[src/mem_types_pkg.sv]
package mem_types_pkg;

  // Host word address below the bank select field
  typedef logic [13:0] host_addr_t;

  // All banks carry 16-bit words on every port
  typedef logic [15:0] word_t;

  typedef logic [1:0] bank_sel_t;

  // Controller sub-bank code, host address bits 13 to 8
  typedef logic [5:0] sub_sel_t;

  // STM write page, upper bits of the STM RAM address
  typedef logic [3:0] stm_page_t;

  // One host access per cycle, no handshake
  typedef struct packed {
    logic       en;
    logic       we;
    bank_sel_t  select;
    host_addr_t addr;
    word_t      data;
  } host_req_t;

  // Controller consumer port into the controller RAM
  typedef struct packed {
    logic       we;
    logic [7:0] addr;
    word_t      din;
  } ctl_port_t;

  // Read request for a segmented bank
  typedef struct packed {
    logic        segment;
    logic [15:0] idx;
  } seg_rd_t;

  // Page and segment registers that steer host writes
  typedef struct packed {
    logic      mod_segment;
    logic      stm_segment;
    stm_page_t stm_page;
    logic      duty_page;
  } wr_pages_t;

endpackage
[src/mem_map_pkg.sv]
package mem_map_pkg;

  // Bank select codes on host select
  localparam mem_types_pkg::bank_sel_t SEL_CONTROLLER = 2'd0;
  localparam mem_types_pkg::bank_sel_t SEL_MOD = 2'd1;
  localparam mem_types_pkg::bank_sel_t SEL_DUTY_TABLE = 2'd2;
  localparam mem_types_pkg::bank_sel_t SEL_STM = 2'd3;

  // Sub-bank codes inside the controller select
  localparam mem_types_pkg::sub_sel_t SUB_MAIN = 6'h00;
  localparam mem_types_pkg::sub_sel_t SUB_FILTER = 6'h01;

  // Page register addresses, all in the controller main bank
  // so sub-bank bits stay zero
  localparam mem_types_pkg::host_addr_t ADDR_MOD_WR_SEGMENT = 14'h0020;
  localparam mem_types_pkg::host_addr_t ADDR_STM_WR_SEGMENT = 14'h0021;
  localparam mem_types_pkg::host_addr_t ADDR_STM_WR_PAGE = 14'h0022;
  localparam mem_types_pkg::host_addr_t ADDR_DUTY_WR_PAGE = 14'h0023;

  // Host writes to these addresses still land in the controller RAM
  // The decoder only snoops them

endpackage

[src/bank_decoder.sv]
module bank_decoder (
  input  logic                     bus_clk,
  input  logic                     reset,
  input  mem_types_pkg::host_req_t host,
  output logic                     ctl_en,
  output logic                     filter_en,
  output logic                     duty_en,
  output logic                     mod_en,
  output logic                     stm_en,
  output mem_types_pkg::wr_pages_t pages
);

  mem_types_pkg::sub_sel_t sub_sel;
  logic                    ctl_sel;
  logic                    ctl_wr;
  logic [2:0]              wr_hist;
  logic                    page_wr;

  assign sub_sel = host.addr[13:8];

  // Host access aimed at the controller select
  assign ctl_sel = host.en && (host.select == mem_map_pkg::SEL_CONTROLLER);

  // One-hot bank enables
  assign ctl_en = ctl_sel && (sub_sel == mem_map_pkg::SUB_MAIN);
  assign filter_en = ctl_sel && (sub_sel == mem_map_pkg::SUB_FILTER);
  assign duty_en = host.en && (host.select == mem_map_pkg::SEL_DUTY_TABLE);
  assign mod_en = host.en && (host.select == mem_map_pkg::SEL_MOD);
  assign stm_en = host.en && (host.select == mem_map_pkg::SEL_STM);

  assign ctl_wr = ctl_en && host.we;

  // Oldest sample in bit 2
  // 3'b011 means a controller write held over two edges
  assign page_wr = (wr_hist == 3'b011);

  always_ff @(posedge bus_clk) begin
    if (reset) begin
      wr_hist <= '0;
    end else begin
      wr_hist <= {wr_hist[1:0], ctl_wr};
    end
  end

  // Address and data are taken as they stand on the third edge
  always_ff @(posedge bus_clk) begin
    if (reset) begin
      pages <= '0;
    end else if (page_wr) begin
      case (host.addr)
        mem_map_pkg::ADDR_MOD_WR_SEGMENT: begin
          pages.mod_segment <= host.data[0];
        end
        mem_map_pkg::ADDR_STM_WR_SEGMENT: begin
          pages.stm_segment <= host.data[0];
        end
        mem_map_pkg::ADDR_STM_WR_PAGE: begin
          pages.stm_page <= host.data[3:0];
        end
        mem_map_pkg::ADDR_DUTY_WR_PAGE: begin
          pages.duty_page <= host.data[0];
        end
        default: begin
          // Ordinary controller word, nothing to update
        end
      endcase
    end
  end

endmodule

[config.mk]
export PLATFORM = sky130hd
export DESIGN_NAME = bank_decoder
export DESIGN_NICKNAME = d
export VERILOG_FILES = /design/src/mem_types_pkg.sv /design/src/mem_map_pkg.sv /design/src/bank_decoder.sv
export SDC_FILE = /design/constraint.sdc
export NUM_CORES = 1
export LEC_CHECK = 0
export ABC_CLOCK_PERIOD_IN_PS = 1390
export CAP_MARGIN = 20
export CELL_PAD_IN_SITES_DETAIL_PLACEMENT = 2
export CELL_PAD_IN_SITES_GLOBAL_PLACEMENT = 2
export CORE_MARGIN = 8
export CORE_UTILIZATION = 25
export DETAILED_ROUTE_END_ITERATION = 16
export DONT_BUFFER_PORTS = 1
export PLACE_DENSITY_LB_ADDON = 0.1
export REMOVE_ABC_BUFFERS = 1
export SYNTH_ARGS = -nofsm -noshare
export SYNTH_HDL_FRONTEND = slang
export SYNTH_SLANG_ARGS = --single-unit
[constraint.sdc]
create_clock -name bus_clk -period 1.39 [get_ports bus_clk]
set_input_delay 0.417 -clock bus_clk [delete_from_list [all_inputs] [get_ports bus_clk]]
set_output_delay 0.417 -clock bus_clk [all_outputs]
set_load 0.05 [all_outputs]
==> impl_metrics.ini, run 1 <==
[run_status]
status = finished with violations
violations = setup timing

[finish]
final_util = 0.370
layout-drive-gt1-share = 0.386
nNetsFinal = 108
n_antenna_cell = 0
syn_to_final_growth_pct = 42.3

[cts]
cts_buffer_depth = 2
cts_tree = yes
clk_pin_slew_ps = 70
root_buffer = clkbuf_4
htree_levels = 1
clock_latency_ps = 260
numCtsBuffers = 3
postCtsSetupRepairBufs = 0
cts_sinks = 10

[pwr]
p_seq_frac = 0.533
internal_power_mw = 0.412
p_clk_frac = 0.366
pwr_density_cell_mw_per_mm2 = 747
combPwrFrac = 0.102
irDropWorstVdd_mv = 0.401
power_switching_share = 0.234
leakage_nw = 0.277
switchingPower_mw = 0.126

[global_route]
grt_pass1_wl_um = 3020
grt.total_usage = 0.116
antenna_found_initial = 0
grt_max_degree = 12
overflow = 0
first_global_vias = 574

[floorplan]
start_util = 0.260
io_pins = 48
dieArea_mm2 = 0.00372
core_area_mm2 = 0.00194
die_x_um = 61.0
die_h_um = 61.0
rows = 16

[worst_setup_path]
worstPathRequired_ps = 970
rr_startpoint = wr_hist[2]$_SDFF_PP0_
startpoint_type = input pin
critPathKind = input pin to primary output
setup.worst_path.start = host[25]
cpMaxStageDelayCell = buf_4
arrival_ps = 1080
crit_chain = nor3_4 > nand2_2 > nor4_2 > buf_4
max_stage_delay_ps = 240
endpoint_kind = primary output
cp_max_fo = 2

[detailed_routing]
avgRoutedWirePerCell_um = 19.8
routed_wl_um = 1920
vias = 492
viasPerCell = 5.07
drtIter0Drc = 2
drc_errors = 0
antenna_left = 0
dr.pass1.iters = 2

[timing]
clock_skew_ps = 8.04
finalSetupViolCount = 2
max-slew-margin-rel = 0.743
tightest_slew_ps = 383
post-route-period-util = 1.08
drv_slew = 0
layout_min_cycle_time_ps = 1500
setup_slack_ps = -110
fmax_ghz = 0.667
hold_viol = 0
grt_setup_unrepaired = yes
fin_worst_hold_slack_ps = 214

[yosys]
synth_area_leaders = dfxtp_1, nand2b_1, a21oi_1
synthFlopType = dfxtp_1
yosysTopAreaCell = dfxtp_1
syn_area_um2 = 505
yosysTopAreaCellShare = 0.396
yosysSeqAreaShare = 0.396
ys_ff_latch = 10
avgSynthCellArea_um2 = 9.19
synth_warnings = 0
synth-async-reset-ratio = 0
synth.distinct_cells = 23
synth_edf_count = 0
synth_common_cells = dfxtp_1, a21oi_1, nand2b_1, o21ai_0, nand3_1
synthCells = 55
synth.most_common_cell = dfxtp_1

[placement]
port_buffers = 0
routabilityCongestion = 0.735
dp_hpwl_um = 1640
place_ws_ps = -254

[min_path]
hp-start = reset
min_path_type = input pin to flop

[run]
maxCapViolCount = 0
## layout make-up
cell class / instances / area [µm²]
Timing Repair Buffer: 13 / 126
Multi-Input combinational cell: 42 / 329
Sequential cell: 10 / 200
Fill cell: 231 / 1220
Inverter: 2 / 7.51
Tap cell: 27 / 33.8
Clock buffer: 3 / 22.5
## cells by family after synthesis
logic type,synth area share
flip-flops,0.396
AO/OA/AOI/OAI,0.0990
AND/OR/NAND/NOR,0.443
buffers and inverters,0.0223
multiplexers,0.0396
## sequential cells by signal, indices dropped and copies added (netlist names)
name	count
wr_hist	3
pages	7
## worst paths after layout
check | to | slack (ps) | depth (start not counted)
setup reg to reg | pages[0]$_SDFFE_PP0P_ | 120 | 4
hold reg to reg | wr_hist[2]$_SDFF_PP0_ | 460 | 1
hold / removal | pages[2]$_SDFFE_PP0P_ | 210 | 1
setup / recovery | ctl_en | -110 | 4
## timing repair
action	4_1_cts	5_1_grt
resized for setup	3	2
pin swaps	1	0
setup endpoints to repair	2	5
hold buffers	0	0
## worst max-delay path: cells and delay by family
| family | cells | cell delay, ps |
|---|---|---|
| and+or+nand+nor | 3 | 420 |
| buffers and inverters | 1 | 240 |
## layer usage
layer  part of all wire  global-route usage  vias to the layer above
li1                   -                   -                      231
met1               0.32              0.0965                      248
met2               0.59               0.225                       13
met3              0.093              0.0742                        0
met4                  0              0.0199                        0
met5                  0                   0                        -
## power by group through the flow
stage | Clock, mW | Sequential (mW) | Combinational, mW
2_1_floorplan | 0 | 0.293 | 0.0320
4_1_cts | 0.209 | 0.286 | 0.0532
3_5_place_dp | 0 | 0.293 | 0.0512
5_1_grt | 0.222 | 0.286 | 0.0576
6_report | 0.197 | 0.286 | 0.0546
3_3_place_gp | 0 | 0.293 | 0.0490
## placed cells by master, fill, tap and decap left out, types with 3 or more instances in the layout
| cell | count |
|---|---|
| a21oi_1 | 5 |
| buf_4 | 10 |
| clkbuf_4 | 3 |
| dfxtp_1 | 10 |
| nand2b_1 | 5 |
| nand3_1 | 4 |
| nor2b_1 | 3 |
| nor4_2 | 3 |
| o21ai_0 | 5 |
## through the flow
stage	instance area, µm²	setup TNS, ps	total power, mW	cells
after floorplan	502	-4170	0.325	54
after global placement	671	-564	0.342	94
after detailed placement	671	-1350	0.344	94
after CTS	707	-241	0.549	97
after global routing	719	-352	0.565	97
final	719	-217	0.537	97
(Power assumes the default switching activity.)
==> inputs of run 2 (changes only) <==
- BUFFER_PORTS_ARGS: unset -> -buffer_cell sky130_fd_sc_hd__buf_2
- CORE_ASPECT_RATIO: unset -> 2
- CORE_UTILIZATION: 25 -> 15
- DONT_BUFFER_PORTS: 1 -> unset
==> run 2 against run 1 <==
The flow still finishes with violations (setup timing). Setup slack lost 120 ps. Via count grew 14%. Largest cell class unchanged. First-iteration DRC count grew to 3.5 times the previous value. Sequential power is essentially flat. Clock power grew 49%. Sequential cell count is the same. Clock skew shrank 4.7 ps.
==> impl_metrics.ini, run 2 (synthesis results as in run 1) <==
[finish]
reg.largest.list = pages (7), wr_hist (3)
n_antenna_cell = 0
syn_to_final_growth_pct = 90.1
largest_reg_flops = 7
layout-drive-gt1-share = 0.600
final_cell_mix = buf_2, buf_6, dfxtp_1, o21ai_0, a21oi_1
top_register = pages
fillers = 386
nNetsFinal = 133
final_common_cell = buf_2

[timing]
hold_viol = 0
tightest_slew_ps = 312
clock_skew_ps = 3.30
grt_setup_unrepaired = yes
max-slew-margin-rel = 0.790
tns_ps = -468
setup_slack_ps = -232
finalSetupViolCount = 3
layout_min_cycle_time_ps = 1620
post-route-period-util = 1.17
drv_slew = 0
fmax_ghz = 0.616

[detailed_routing]
dr.pass1.iters = 3
avgRoutedWirePerCell_um = 15.5
drc_errors = 0
viasPerCell = 4.43
antenna_left = 0
drtIter0Drc = 7
routed_wl_um = 1970
vias = 563

[worst_setup_path]
path_buf_inv = 2
cp_max_fo = 2
crit_top_cell = buf_6
crit_family = simple AND/OR/NAND/NOR gates
endpoint_kind = primary output
setup.worst_path.start = host[25]
cpMaxStageDelayCell = buf_6
worstPathRequired_ps = 970
startpoint_type = input pin
max_stage_delay_ps = 200
crit_chain = buf_6 > nor3_4 > nand2_2 > nor4_4 > buf_6
rr_startpoint = wr_hist[2]$_SDFF_PP0_
critPathKind = input pin to primary output
arrival_ps = 1210

[pwr]
irDropWorstVdd_mv = 0.294
pwr_density_cell_mw_per_mm2 = 746
leakage_nw = 0.414
power_mw = 0.716

[global_route]
grt.total_usage = 0.0699
grt_max_degree = 12
grt_pass1_wl_um = 3150
overflow = 0
first_global_vias = 652
antenna_found_initial = 0

[run_status]
status = finished with violations
violations = setup timing

[floorplan]
core_area_mm2 = 0.00330
die_h_um = 98.1
rows = 30
die_x_um = 57.1
start_util = 0.153
io_pins = 48
dieArea_mm2 = 0.00560

[placement]
dp_hpwl_um = 1600
routabilityCongestion = 0.729
port_buffers = 35

[cts]
htree_levels = 1
cts_buffer_depth = 2
root_buffer = clkbuf_8
clk_pin_slew_ps = 40
ctsHoldBuffers = 0
cts_tree = yes
clock_latency_ps = 230
cts_sinks = 10
numCtsBuffers = 3

[min_path]
hp-start = host[32]
min_path_type = input pin to flop

[run]
maxCapViolCount = 0
==> run 2: per-stage QoR <==
step,cells,util,cell area (µm²),hold WS [ps],worst slack [ps]
after global placement,123,0.222,732,450,-482
after floorplan,54,-,502,429,-1330
after global routing,127,0.291,961,459,-277
after detailed placement,123,0.222,732,461,-489
final,127,0.291,961,433,-232
after CTS,126,0.272,898,425,-263
==> run 2: layout make-up <==
type	instances	area [µm²]	area share
repair buffers	38	288	0.299
inverters	2	10.0	0.0104
flip-flops and latches	10	200	0.208
well taps	32	40.0	0.0417
clock buffers	3	41.3	0.0430
multi-input cells	42	382	0.397
==> run 2: per-layer routing <==
layer / track usage / part of all wire / routed length [µm] / up-vias
met1: 0.0696 / 0.35 / 696 / 263
met2: 0.122 / 0.57 / 1120 / 18
met5: 0 / 0 / 0 / -
li1: - / - / - / 280
met4: 0.0327 / 0.0086 / 17 / 0
met3: 0.0260 / 0.072 / 141 / 2
==> run 2: worst reg2reg max path, delay by kind of cell (launching register included) <==
kind	cells	cell delay [ps]
DFF	1	290
muxes	1	190
and+or+nand+nor	3	740
==> run 2: worst paths after layout <==
kind / slack [ps] / end / cells past startpoint
worst max-delay path: -230 / ctl_en / 5
worst min-delay path: 430 / wr_hist[0]$_SDFF_PP0_ / 2
worst max register to register: 120 / pages[5]$_SDFFE_PP0P_ / 4
worst min register to register: 470 / pages[5]$_SDFFE_PP0P_ / 2
==> run 2: power breakdown <==
group / internal [mW] / switching [mW]
sequential: 0.288 / 0.0000139
clock: 0.189 / 0.105
combinational: 0.0675 / 0.0677
total: 0.544 / 0.172
==> run 2: timing repair <==
action	in CTS	in global routing
resized for setup	29	13
endpoints found under the setup margin	10	8
pin swaps	3	6
buffers inserted	0	1
==> inputs of run 3 (changes only) <==
- TNS_END_PERCENT: unset -> 1
==> run 3 against run 2 <==
The flow still finishes with violations (setup timing). Cell count shrank 0.79%. First-iteration DRC count unchanged. Critical path depth stayed put. Wire length decreased by 1.0%. Setup slack improved by 12 ps. Via count is 0.18% higher. Non-clock buffer count decreased by 1. Largest cell class unchanged. Clock-buffer cell count did not move. Hold slack hardly changed. Sequential power barely moved.
==> impl_metrics.ini, run 3 (synthesis results as in run 1) <==
[timing]
max-slew-margin-rel = 0.795
fin_worst_hold_slack_ps = 433
hold_viol = 0
clock_skew_ps = 3.93
post-route-period-util = 1.16
layout_min_cycle_time_ps = 1610
tightest_slew_ps = 307
fmax_ghz = 0.621
finalSetupViolCount = 5
grt_setup_unrepaired = yes
drv_slew = 0
setup_slack_ps = -221

[finish]
reg.largest.list = pages (7), wr_hist (3)
final_cell_mix = buf_2, dfxtp_1, buf_6
fin_area_um2 = 901
syn_to_final_growth_pct = 78.2
top_register = pages
layout-drive-gt1-share = 0.585
final_common_cell = buf_2
nNetsFinal = 132
stdcell_count = 126
n_antenna_cell = 0
largest_reg_flops = 7

[global_route]
grt_use_met1 = 0.0719
grt.total_usage = 0.0712
grt_max_degree = 12
grt_pass1_wl_um = 3220
use_met3 = 0.0247
overflow = 0
first_global_vias = 654
busiest_layer = met2
antenna_found_initial = 0
use_met2 = 0.124

[cts]
numCtsBuffers = 3
clk_pin_slew_ps = 40
cts_sinks = 10
cts_tree = yes
root_buffer = clkbuf_8
cts_buffer_depth = 2
clock_latency_ps = 230
htree_levels = 1

[pwr]
power_mw = 0.699
irDropWorstVdd_mv = 0.290
leakage_nw = 0.395
pwr_density_cell_mw_per_mm2 = 776

[worst_setup_path]
cp_max_fo = 2
critPathKind = input pin to primary output
startpoint_type = input pin
rr_startpoint = wr_hist[2]$_SDFF_PP0_
endpoint_kind = primary output
worstRegToRegCells = 4
setup.worst_path.start = host[25]
arrival_ps = 1190
r2r-end = pages[5]$_SDFFE_PP0P_
r2r_setup_slack_ps = 130
worstPathRequired_ps = 970
critPathCapture = ctl_en

[placement]
dp_hpwl_um = 1600
routabilityCongestion = 0.729
port_buffers = 35
dpl_cell_area_um2 = 732
place_inst = 123

[detailed_routing]
vias = 564
dr.pass1.iters = 3
drc_errors = 0
antenna_left = 0
avgRoutedWirePerCell_um = 15.5
drtIter0Drc = 7
viasPerCell = 4.48
routed_wl_um = 1950

[floorplan]
core_area_mm2 = 0.00330
io_pins = 48
die_x_um = 57.1
dieArea_mm2 = 0.00560
rows = 30
start_util = 0.153
die_h_um = 98.1

[run_status]
status = finished with violations
violations = setup timing

[run]
maxCapViolCount = 0

[min_path]
min_path_type = input pin to flop
min_path_cells = 2
run 3: cell types whose count changed in the layout (fill, tap and decap cells not counted), sizes merged:
| cell | delta |
|---|---|
| buf | -1 |
run 3: area by class of cell:
class	count	area, µm²
inverters	2	7.51
repair buffers	37	236
clock buffers	3	41.3
flip-flops and latches	10	200
fillers	390	2400
well taps	32	40.0
multi-input cells	42	375
run 3: metal layers:
| layer | up-vias | routed length (µm) |
|---|---|---|
| li1 | 279 | - |
| met1 | 265 | 689 |
| met2 | 18 | 1110 |
| met3 | 2 | 140 |
| met4 | 0 | 17 |
| met5 | - | 0 |
run 3: critical path: stages:
cell	delay, ps
buf_6	100
nor3_4	190
nand2_2	110
nor4_4	170
buf_6	200
run 3: repair_timing:
item                                    4_1_cts  5_1_grt
endpoints found under the setup margin       10       12
buffers inserted                              0        0
gates resized for setup                      20        8
cloned                                        0        0
pin swaps                                     2        3
hold buffers                                  0        0
run 3: worst min-delay path by stage:
stage                           from  slack (ps)                    end
2_1_floorplan  wr_hist[0]$_SDFF_PP0_         430  wr_hist[1]$_SDFF_PP0_
3_3_place_gp   wr_hist[0]$_SDFF_PP0_         450  wr_hist[1]$_SDFF_PP0_
3_5_place_dp   wr_hist[1]$_SDFF_PP0_         460  wr_hist[2]$_SDFF_PP0_
4_1_cts                     host[32]         430  wr_hist[0]$_SDFF_PP0_
5_1_grt                      host[1]         460  pages[2]$_SDFFE_PP0P_
6_report                    host[32]         430  wr_hist[0]$_SDFF_PP0_
run 3: power breakdown:
| part | internal, mW | switching, mW | leakage (nW) |
|---|---|---|---|
| logic | 0.0539 | 0.0649 | 0.293 |
| registers | 0.288 | 0.0000139 | 0.0805 |
| clock network | 0.189 | 0.104 | 0.0216 |
run 3: through the flow:
stage / TNS [ps] / util / worst slack [ps]
global route: -821 / 0.273 / -279
finish: -607 / 0.273 / -221
detailed placement: -3000 / 0.222 / -489
CTS: -649 / 0.262 / -269
floorplan: -4170 / - / -1330
global placement: -2510 / 0.222 / -482
